## src/hw/ex_pkg.sv

```systemverilog
/*
  Shared definitions for the execute stage and its testbench.
  Holds the data and register address widths, the ALU and multiplier
  operator codes, the request and write port structs, and the
  multiplier state encoding. Compile this file before any RTL file.
*/

package ex_pkg;

  //////////////////////////////////////////////////////////////////////
  // Widths
  //////////////////////////////////////////////////////////////////////

  localparam int unsigned XLEN       = 32;
  // Integer register file only, 32 entries
  localparam int unsigned REG_ADDR_W = 5;

  typedef logic [XLEN-1:0]       word_t;
  typedef logic [REG_ADDR_W-1:0] reg_addr_t;

  //////////////////////////////////////////////////////////////////////
  // Operator codes
  //////////////////////////////////////////////////////////////////////

  typedef logic [3:0] alu_op_t;

  // Arithmetic and logic
  localparam alu_op_t ALU_ADD = 4'd0;
  localparam alu_op_t ALU_SUB = 4'd1;
  localparam alu_op_t ALU_AND = 4'd2;
  localparam alu_op_t ALU_OR  = 4'd3;
  localparam alu_op_t ALU_XOR = 4'd4;
  // Shifts by b[4:0]
  localparam alu_op_t ALU_SLL = 4'd5;
  localparam alu_op_t ALU_SRL = 4'd6;
  localparam alu_op_t ALU_SRA = 4'd7;
  // Comparisons, also the branch conditions
  localparam alu_op_t ALU_EQ  = 4'd8;
  localparam alu_op_t ALU_NE  = 4'd9;
  localparam alu_op_t ALU_LT  = 4'd10;
  localparam alu_op_t ALU_GE  = 4'd11;
  localparam alu_op_t ALU_LTU = 4'd12;
  localparam alu_op_t ALU_GEU = 4'd13;

  typedef logic [1:0] mult_op_t;

  localparam mult_op_t MUL_LO  = 2'd0;
  localparam mult_op_t MUL_MAC = 2'd1;
  // High word variants take two cycles
  localparam mult_op_t MUL_HS  = 2'd2;
  localparam mult_op_t MUL_HU  = 2'd3;

  //////////////////////////////////////////////////////////////////////
  // Structs and state encoding
  //////////////////////////////////////////////////////////////////////

  typedef struct packed {
    alu_op_t op;
    word_t   a;
    word_t   b;
    word_t   c;
  } alu_req_t;

  typedef struct packed {
    mult_op_t op;
    word_t    a;
    word_t    b;
    word_t    c;
  } mult_req_t;

  // Register file write port, used for forwarding and for load data
  typedef struct packed {
    logic      we;
    reg_addr_t waddr;
    word_t     wdata;
  } wb_port_t;

  typedef enum logic {
    MULT_IDLE = 1'b0,
    MULT_HIGH = 1'b1
  } mult_state_e;

endpackage

```

## src/hw/ex_alu.sv

```systemverilog
/*
  Integer ALU of the execute stage.
  Purely combinational. Computes add, subtract, logic, shift and compare
  operations on operands a and b. The compare bit doubles as the branch
  decision, and compare operations return it zero extended as result.
*/

`timescale 1ns/1ps

module ex_alu (
  input  ex_pkg::alu_req_t req_i,
  output ex_pkg::word_t    result_o,
  output logic             cmp_o
);

  import ex_pkg::*;

  // Shift amount from the low bits of operand b
  logic [4:0] shamt;

  // Shared comparison terms
  logic       eq;
  logic       lt_s;
  logic       lt_u;

  word_t      sum;
  word_t      diff;

  assign shamt = req_i.b[4:0];

  assign sum   = req_i.a + req_i.b;
  assign diff  = req_i.a - req_i.b;

  assign eq    = (req_i.a == req_i.b);
  assign lt_s  = ($signed(req_i.a) < $signed(req_i.b));
  assign lt_u  = (req_i.a < req_i.b);

  //////////////////////////////////////////////////////////////////////
  // Comparison
  //////////////////////////////////////////////////////////////////////

  always_comb begin
    case (req_i.op)
      ALU_EQ:  cmp_o = eq;
      ALU_NE:  cmp_o = ~eq;
      ALU_LT:  cmp_o = lt_s;
      ALU_GE:  cmp_o = ~lt_s;
      ALU_LTU: cmp_o = lt_u;
      ALU_GEU: cmp_o = ~lt_u;
      // Arithmetic, logic and shifts never take a branch
      default: cmp_o = 1'b0;
    endcase
  end

  //////////////////////////////////////////////////////////////////////
  // Result select
  //////////////////////////////////////////////////////////////////////

  always_comb begin
    result_o = '0;
    case (req_i.op)
      ALU_ADD: result_o = sum;
      ALU_SUB: result_o = diff;
      ALU_AND: result_o = req_i.a & req_i.b;
      ALU_OR:  result_o = req_i.a | req_i.b;
      ALU_XOR: result_o = req_i.a ^ req_i.b;
      ALU_SLL: result_o = req_i.a << shamt;
      ALU_SRL: result_o = req_i.a >> shamt;
      // Arithmetic shift keeps the sign bit
      ALU_SRA: result_o = word_t'($signed(req_i.a) >>> shamt);
      ALU_EQ,
      ALU_NE,
      ALU_LT,
      ALU_GE,
      ALU_LTU,
      ALU_GEU: result_o = {{(XLEN-1){1'b0}}, cmp_o};
      // Unused codes give zero
      default: result_o = '0;
    endcase
  end

endmodule

```

## src/hw/ex_mult.sv

```systemverilog
/*
  Integer multiplier of the execute stage.
  Low word multiply and multiply-accumulate finish in the same cycle.
  Signed and unsigned high word multiplies register the upper half of
  the 64-bit product and hold ready low for one cycle, then present the
  stored word with multicycle_o high until the stage moves on.
*/

`timescale 1ns/1ps

module ex_mult (
  input  logic              clk,
  input  logic              rst_n,
  input  logic              en_i,
  input  ex_pkg::mult_req_t req_i,
  input  logic              ex_ready_i,
  output ex_pkg::word_t     result_o,
  output logic              ready_o,
  output logic              multicycle_o
);

  import ex_pkg::*;

  mult_state_e         state_q;
  mult_state_e         state_d;

  // Stored upper word of the product
  word_t               hi_q;

  logic                is_high;
  logic                ext_a;
  logic                ext_b;
  logic [2*XLEN-1:0]   product;
  word_t               mac_sum;

  assign is_high = (req_i.op == MUL_HS) || (req_i.op == MUL_HU);

  // Sign extension only for the signed high word
  assign ext_a   = (req_i.op == MUL_HS) & req_i.a[XLEN-1];
  assign ext_b   = (req_i.op == MUL_HS) & req_i.b[XLEN-1];

  // One 64-bit product serves all variants since the low half is sign agnostic
  assign product = {{XLEN{ext_a}}, req_i.a} * {{XLEN{ext_b}}, req_i.b};
  assign mac_sum = product[XLEN-1:0] + req_i.c;

  //////////////////////////////////////////////////////////////////////
  // High word FSM
  //////////////////////////////////////////////////////////////////////

  always_comb begin
    state_d = state_q;
    case (state_q)
      MULT_IDLE: begin
        // Start the second cycle regardless of ex_ready
        if (en_i && is_high) begin
          state_d = MULT_HIGH;
        end
      end
      MULT_HIGH: begin
        // Hold the stored word while writeback stalls
        if (ex_ready_i) begin
          state_d = MULT_IDLE;
        end
      end
      default: state_d = MULT_IDLE;
    endcase
  end

  always_ff @(posedge clk or negedge rst_n) begin
    if (!rst_n) begin
      state_q <= MULT_IDLE;
    end else begin
      state_q <= state_d;
    end
  end

  // Capture the upper word on the first cycle only
  always_ff @(posedge clk) begin
    if (state_q == MULT_IDLE && en_i && is_high) begin
      hi_q <= product[2*XLEN-1:XLEN];
    end
  end

  //////////////////////////////////////////////////////////////////////
  // Outputs
  //////////////////////////////////////////////////////////////////////

  always_comb begin
    if (state_q == MULT_HIGH) begin
      result_o = hi_q;
    end else begin
      case (req_i.op)
        MUL_LO:  result_o = product[XLEN-1:0];
        MUL_MAC: result_o = mac_sum;
        default: result_o = product[2*XLEN-1:XLEN];
      endcase
    end
  end

  // Stall only in the first cycle of a high word multiply
  assign ready_o      = ~((state_q == MULT_IDLE) & en_i & is_high);
  assign multicycle_o = (state_q == MULT_HIGH);

endmodule

```

## src/hw/ex_wb_ports.sv

```systemverilog
/*
  Write ports of the execute stage.
  The forwarding port picks CSR data, multiplier or ALU result by
  priority and goes straight to the register file and ID bypass.
  The EX/WB register tracks the load destination, and the load port
  combines it with the LSU read data one cycle later.
*/

`timescale 1ns/1ps

module ex_wb_ports (
  input  logic              clk,
  input  logic              rst_n,
  input  ex_pkg::word_t     alu_result_i,
  input  ex_pkg::word_t     mult_result_i,
  input  logic              mult_en_i,
  input  logic              csr_access_i,
  input  ex_pkg::word_t     csr_rdata_i,
  input  logic              alu_we_i,
  input  ex_pkg::reg_addr_t alu_waddr_i,
  input  logic              we_i,
  input  ex_pkg::reg_addr_t waddr_i,
  input  logic              lsu_err_i,
  input  ex_pkg::word_t     lsu_rdata_i,
  input  logic              ex_valid_i,
  input  logic              wb_ready_i,
  output ex_pkg::wb_port_t  fw_port_o,
  output ex_pkg::wb_port_t  wb_port_o
);

  import ex_pkg::*;

  // EX/WB register contents
  logic      lsu_we_q;
  reg_addr_t lsu_waddr_q;

  // Load writes only when no bus error came back
  logic      lsu_we_d;

  assign lsu_we_d = we_i & ~lsu_err_i;

  //////////////////////////////////////////////////////////////////////
  // Forwarding port
  //////////////////////////////////////////////////////////////////////

  always_comb begin
    fw_port_o.we    = alu_we_i;
    fw_port_o.waddr = alu_waddr_i;
    // CSR first, then multiplier, then ALU
    if (csr_access_i) begin
      fw_port_o.wdata = csr_rdata_i;
    end else if (mult_en_i) begin
      fw_port_o.wdata = mult_result_i;
    end else begin
      fw_port_o.wdata = alu_result_i;
    end
  end

  //////////////////////////////////////////////////////////////////////
  // EX/WB register
  //////////////////////////////////////////////////////////////////////

  always_ff @(posedge clk or negedge rst_n) begin
    if (!rst_n) begin
      lsu_we_q    <= 1'b0;
      lsu_waddr_q <= '0;
    end else if (ex_valid_i) begin
      // ex_valid already includes wb_ready
      lsu_we_q <= lsu_we_d;
      if (lsu_we_d) begin
        lsu_waddr_q <= waddr_i;
      end
    end else if (wb_ready_i) begin
      // Nothing new arrives, so the old entry drains out
      lsu_we_q <= 1'b0;
    end
  end

  // Load data arrives from the LSU in the WB cycle
  assign wb_port_o.we    = lsu_we_q;
  assign wb_port_o.waddr = lsu_waddr_q;
  assign wb_port_o.wdata = lsu_rdata_i;

endmodule

```

## src/hw/ex_stage.sv

```systemverilog
/*
  Execute stage top level.
  Connects the ALU, the multiplier and the write ports, and forms the
  stage ready and valid levels from the unit and writeback readiness.
  Branch decision and jump target leave here for the fetch stage.
*/

`timescale 1ns/1ps

module ex_stage (
  input  logic              clk,
  input  logic              rst_n,

  // ALU request from ID
  input  ex_pkg::alu_req_t  alu_req_i,
  input  logic              alu_en_i,

  // Multiplier request from ID
  input  ex_pkg::mult_req_t mult_req_i,
  input  logic              mult_en_i,

  // CSR read data
  input  logic              csr_access_i,
  input  ex_pkg::word_t     csr_rdata_i,

  // Load/store unit
  input  logic              lsu_en_i,
  input  ex_pkg::word_t     lsu_rdata_i,
  input  logic              lsu_ready_ex_i,
  input  logic              lsu_err_i,

  input  logic              branch_in_ex_i,

  // Forwarding and load destinations
  input  logic              regfile_alu_we_i,
  input  ex_pkg::reg_addr_t regfile_alu_waddr_i,
  input  logic              regfile_we_i,
  input  ex_pkg::reg_addr_t regfile_waddr_i,

  input  logic              wb_ready_i,

  output ex_pkg::wb_port_t  fw_port_o,
  output ex_pkg::wb_port_t  wb_port_o,
  output logic              branch_decision_o,
  output ex_pkg::word_t     jump_target_o,
  output logic              mult_multicycle_o,
  output logic              ex_ready_o,
  output logic              ex_valid_o
);

  import ex_pkg::*;

  word_t alu_result;
  logic  alu_cmp;
  word_t mult_result;
  logic  mult_ready;

  //////////////////////////////////////////////////////////////////////
  // Units
  //////////////////////////////////////////////////////////////////////

  ex_alu i_ex_alu (
    .req_i    (alu_req_i),
    .result_o (alu_result),
    .cmp_o    (alu_cmp)
  );

  ex_mult i_ex_mult (
    .clk          (clk),
    .rst_n        (rst_n),
    .en_i         (mult_en_i),
    .req_i        (mult_req_i),
    .ex_ready_i   (ex_ready_o),
    .result_o     (mult_result),
    .ready_o      (mult_ready),
    .multicycle_o (mult_multicycle_o)
  );

  ex_wb_ports i_ex_wb_ports (
    .clk           (clk),
    .rst_n         (rst_n),
    .alu_result_i  (alu_result),
    .mult_result_i (mult_result),
    .mult_en_i     (mult_en_i),
    .csr_access_i  (csr_access_i),
    .csr_rdata_i   (csr_rdata_i),
    .alu_we_i      (regfile_alu_we_i),
    .alu_waddr_i   (regfile_alu_waddr_i),
    .we_i          (regfile_we_i),
    .waddr_i       (regfile_waddr_i),
    .lsu_err_i     (lsu_err_i),
    .lsu_rdata_i   (lsu_rdata_i),
    .ex_valid_i    (ex_valid_o),
    .wb_ready_i    (wb_ready_i),
    .fw_port_o     (fw_port_o),
    .wb_port_o     (wb_port_o)
  );

  // Branches resolve here and need no writeback slot
  assign branch_decision_o = alu_cmp;
  assign jump_target_o     = alu_req_i.c;

  // Ready flows back to ID, valid flows on to WB
  assign ex_ready_o = (mult_ready & lsu_ready_ex_i & wb_ready_i) | branch_in_ex_i;
  assign ex_valid_o = (alu_en_i | mult_en_i | csr_access_i | lsu_en_i)
                      & mult_ready & lsu_ready_ex_i & wb_ready_i;

endmodule

```

## config.mk

```make
export PLATFORM = sky130hd
export DESIGN_NAME = ex_stage
export DESIGN_NICKNAME = d
export VERILOG_FILES = /design/src/hw/ex_pkg.sv /design/src/hw/ex_alu.sv /design/src/hw/ex_mult.sv /design/src/hw/ex_wb_ports.sv /design/src/hw/ex_stage.sv
export SDC_FILE = /design/constraint.sdc
export NUM_CORES = 2
export LEC_CHECK = 0
export ABC_AREA = 0
export BUFFER_PORTS_ARGS = -buffer_cell sky130_fd_sc_hd__buf_4
export CORE_UTILIZATION = 65
export CTS_CLUSTER_DIAMETER = 80
export DETAILED_ROUTE_END_ITERATION = 10
export PLACE_DENSITY = 0.85
export REMOVE_ABC_BUFFERS = 1
export SLEW_MARGIN = 15
export SYNTH_ARGS = -nofsm -noshare
export SYNTH_HDL_FRONTEND = slang
export SYNTH_SLANG_ARGS = --single-unit
```

## constraint.sdc

```tcl
create_clock -name clk -period 12.2 [get_ports clk]
set_input_delay 1.22 -clock clk [delete_from_list [all_inputs] [get_ports clk]]
set_output_delay 1.22 -clock clk [all_outputs]
set_load 0.01 [all_outputs]
```

After elaboration in Yosys (flattened, before gate mapping)
Cells that the tools add are included.
{ "word_totals": {"reg_bits": 39, "latch_bits": 0, "mem_bits_rw": 0, "rom_bits": 0, "in_bits": 284, "out_inout_bits": 112, "word_cells": 73, "mem_count": 0} }
{ "op_classes": {"addsub": 3, "mul": 1, "n_div": 0, "magnitude_cmp": 2, "n_eq_ne": 17, "n_shift": 3, "n_mux": 11, "n_bitwise": 23, "reduce_logical": 9} }
{ "ops": {"columns": ["cell", "count"], "rows": [
  ["case mux 32 bit (9 select lines)", 1],
  ["2-to-1 mux 32 bit", 3],
  ["adder 32 bit", 2],
  ["< comparator 32 bit", 2],
  ["multiplier 33 x 33 -> 64 bit", 1],
  ["case mux 32 bit (2 select lines)", 1],
  ["bitwise AND 32 bit", 1],
  ["equality test 32 bit", 1],
  ["OR 32 bit", 1],
  ["<< shifter 32 x 5 -> 32 bit", 1],
  [">> shifter 32 x 5 -> 32 bit", 1],
  [">>> shifter 32 x 5 -> 32 bit", 1],
  ["subtractor 32 bit", 1],
  ["bitwise XOR 32 bit", 1],
  ["equality test 4 bit, second input constant", 6],
  ["equality test 4 x 3 -> 1 bit, second input constant", 4],
  ["bitwise AND 1 bit", 10],
  ["equality test 4 x 2 -> 1 bit, second input constant", 2],
  ["NOT 1 bit", 6],
  ["case mux 1 bit (6 select lines)", 1],
  ["OR reduction 6 bit", 1],
  ["equality test 2 bit, second input constant", 2],
  ["equality test 4 x 1 -> 1 bit, second input constant", 1],
  ["logical NOT 4 bit", 1],
  ["9 further kinds", 17]
]} }

Logic depth before layout (Yosys ltp)
{ "logic_depth": {"word_depth": 9, "ltp_mapped": 37, "mapped_depth_nobuf": 35} }

Cells and area by module
A second synthesis with hierarchy kept.
{ "unflattened": {"cells_unflattened": 6122, "hier_area_um2": 52083.7} }
{ "modules_own_cells": {"columns": ["mod", "instances", "cells_per_inst", "area_per_inst_um2", "seq_area_each_um2"], "rows": [
  ["ex_mult", 1, 4610, 41793.8, 985.9],
  ["ex_alu", 1, 1316, 8777.2, 0.0],
  ["ex_wb_ports", 1, 160, 1244.9, 150.1],
  ["ex_stage", 1, 36, 267.8, 0.0]
]} }

Worst setup path before layout
OpenSTA, ideal clock, no wires.
{ "synth_timing": {"kind": "input to output", "from": "in mult_req_i[96] in the netlist's numbering", "to": "out fw_port_o[30] in the netlist's numbering", "arrival_time_ns": 9.323, "required_ns": 10.980, "path_slack_ns": 1.657, "cell_stages": 30, "n_path_buf": 4, "cell_sequence": "clkbuf_1 clkinv_1 clkbuf_1 and3_1 clkbuf_1 nand2_1 inv_1 fa_1 fa_1 fa_1 inv_1 fa_1 fa_1 fa_1 fa_1 fa_1 inv_1 ha_1 buf_2 and4_1 nand2_1 or3_1 nor3_2 o211ai_2 nand3_2 a311oi_2 o31ai_2 xnor2_1 a311oi_1 a221o_1"} }
{ "synth_lines": {"columns": ["element", "line", "text"], "rows": [
  ["from (decl)", "ex_stage.sv:19", "input ex_pkg::mult_req_t mult_req_i,"],
  ["to (decl)", "ex_stage.sv:42", "output ex_pkg::wb_port_t fw_port_o,"]
]} }

==> impl_metrics.yaml <==
layout:
  postLayoutCoreUtil: 0.682
  fillers: 5973
  regArea_sq_mm: 0.00114
  synthToLayoutAreaGrowth_pct: 3.61
  drive_above_1_share: 0.0747
  multi_input_area_sq_mm: 0.0435
  final_nets: 7601
worst_setup_path:
  worstSetupEndpointType: "output port"
  crit_fanout: 33
  worst_path_max_delay_cell: "o32ai_1"
  worst-endpoint-required_ns: 10.98
  crit_path_frequent_cell: "fa_1"
  path_class: "input port to output port"
  crit_arrival_ns: 10.49
  max_stage_delay_ns: 0.69
  worstSetupStartpointType: "input port"
clock_network:
  cts-root-buf: "clkbuf_16"
  cts.repair.resized: 0
  cts-hold-fix-buffers: 0
  ctsHtreeMaxLevel: 2
  post_cts_buffers: 0
  clkSinkCount: 39
  path_clk_slew_ns: 0.06
  clock_path_buffers: 2
  cts_tree: "built"
  cts_buffers: 5
  insertion_delay_ns: 0.30
floorplanning:
  design.die.area_sq_mm: 0.0798
  rows: 102
  die_w_microns: 283
  core_region_area_sq_mm: 0.0777
  start_util: 0.658
  die_y_microns: 283
  io_pins: 396
sta:
  skew_ns: 0.00596
  fin_ws_ns: 0.491
  slew_viol_final: 0
  layout_min_cycle_time_ns: 11.71
  setup_tns_ns: 0
  hold_viol: 0
  worstMarginPinSlew_ns: 1.06
  setup_viol: 0
  rsz0062_at_grt: "false"
  max_freq_mhz: 85.4
  min_period_over_period: 0.960
  slew_headroom: 0.288
global_route:
  antenna_found_initial: 6
  grtUsageTotal: 0.433
  grt_pass1_wl_microns: 260000
  grt_max_degree: 72
  grt_pass1_vias: 45613
  grt.overflow.total: 0
synthesis:
  synthArstFlopShare: 0.179
  yosysWarnings: 0
  synth_area_leaders: "fa_1, inv_1, ha_1"
  syn_inst: 5958
  synth_edf_count: 32
  synth_top_area_share: 0.441
  synth_area_sq_mm: 0.0512
  ys_ff_latch: 39
  synth_flop_cell: "edfxtp_1"
  yosysTopAreaCell: "fa_1"
  avgSynthCellArea_sq_um: 8.59
  ys_seq_area_frac: 0.0222
  ys_types: 106
place:
  post-place-ws_ns: 0.611
  place_congestion: 1.05
  dp_hpwl_microns: 134000
  port_buffers: 255
drt:
  wl_microns: 169000
  via_count: 43699
  via_per_inst: 6.34
  remaining_drc_errors: 0
  firstDrtPassIters: 6
  wl_per_cell_microns: 24.5
  drt_iter0_drc: 4835
  ant_nets: 0
min_path:
  min_path_type: "register to register"
run_status:
  status: "finished, final reports clean"
run:
  max-cap-violations: 0
-- synthesized netlist by cell type, types with 22 or more instances --
| cell type | count |
|---|---|
| buf_2 | 24 |
| o21ai_0 | 167 |
| or2_2 | 25 |
| nand2_1 | 800 |
| o21bai_1 | 26 |
| nor2b_1 | 26 |
| nor3_1 | 45 |
| xnor2_1 | 89 |
| mux4_2 | 50 |
| a221oi_1 | 28 |
| o21a_1 | 23 |
| fa_1 | 1128 |
| edfxtp_1 | 32 |
| mux2i_1 | 55 |
| a21oi_1 | 213 |
| clkbuf_1 | 302 |
| a211oi_1 | 34 |
| nor2_1 | 241 |
| a21o_1 | 49 |
| xor2_1 | 37 |
| ha_1 | 342 |
| o211ai_1 | 27 |
| a22oi_1 | 22 |
| nand3_1 | 43 |
| inv_1 | 1238 |
| a31oi_1 | 32 |
| buf_4 | 75 |
| and2_1 | 420 |
| and3_1 | 39 |
-- kinds of logic after synthesis --
group,count (synthesis),synth area share
AND/OR/NAND/NOR,1739,0.162
buffers and inverters,1655,0.128
adder cells (fa/ha/maj),1470,0.525
AO/OA/AOI/OAI,812,0.107
XOR/XNOR,126,0.0216
multiplexers,117,0.0354
flip-flops,39,0.0222
-- registers in the layout (all words and copies together) (netlist names) --
signal	flops
i_ex_mult.hi_q	32
i_ex_mult.multicycle_o	1
i_ex_wb_ports.lsu_waddr_q	5
i_ex_wb_ports.lsu_we_q	1
-- final timing paths --
kind	from	endpoint	slack (ns)	depth (start not counted)
setup / recovery	mult_req_i[82]	fw_port_o[31]	0.49	34
hold / removal	i_ex_wb_ports.lsu_waddr_q[4]	i_ex_wb_ports.lsu_waddr_q[4]	0.52	1
setup reg to reg	i_ex_mult.multicycle_o	i_ex_wb_ports.lsu_waddr_q[3]	9.34	5
hold reg to reg	i_ex_wb_ports.lsu_waddr_q[4]	i_ex_wb_ports.lsu_waddr_q[4]	0.52	1
max in group asynchronous	rst_n	i_ex_mult.multicycle_o	11.36	1
min in group asynchronous	rst_n	i_ex_wb_ports.lsu_waddr_q[4]	0.73	1
-- worst max-delay path: cells and delay by family --
kind                     cells  cell delay (ns)
adder cells (fa/ha/maj)     10             4.73
AO/OA/AOI/OAI                7             2.07
AND/OR/NAND/NOR              8             1.19
buffers and inverters        7             0.92
XOR/XNOR                     2             0.33
-- cell usage in the layout, fill, tap and decap left out, drive strengths merged, types with 40 or more instances in the layout --
cell,Yosys,final
a21o,49,49
a21oi,216,216
and2,421,421
and3,40,40
buf,110,293
fa,1128,1128
ha,342,342
inv,1240,1241
mux2i,55,55
mux4,50,50
nand2,800,800
nand3,44,44
nor2,241,241
nor3,48,48
o21ai,190,190
xnor2,89,89
-- routing by layer --
metal | wire length [microns] | GRT usage
met3 | 23800 | 0.128
met5 | 152 | 0.0159
met1 | 61100 | 0.577
met4 | 10300 | 0.213
met2 | 73500 | 0.648
-- metrics by stage --
step | instance area, sq um | cells | hold slack (ns)
final | 53000 | 6893 | 0.523
after global routing | 53000 | 6889 | 0.538
after CTS | 53000 | 6887 | 0.524
after detailed placement | 52800 | 6879 | 0.510
after global placement | 52800 | 6879 | 0.494
after floorplan | 49300 | 5546 | 0.521
-- layout make-up --
| type | count | share of cell area |
|---|---|---|
| Tap cell | 1040 | 0.0246 |
| Timing Repair Buffer | 294 | 0.0416 |
| Multi-Input combinational cell | 4264 | 0.821 |
| Clock buffer | 7 | 0.00290 |
| Inverter | 1243 | 0.0880 |
| Antenna cell | 5 | 0.000236 |
| Clock inverter | 1 | 0.000118 |
| Sequential cell | 39 | 0.0214 |
Power is not shown: default switching activity piles up to over one toggle a cycle in this logic, so the estimate is an artifact.
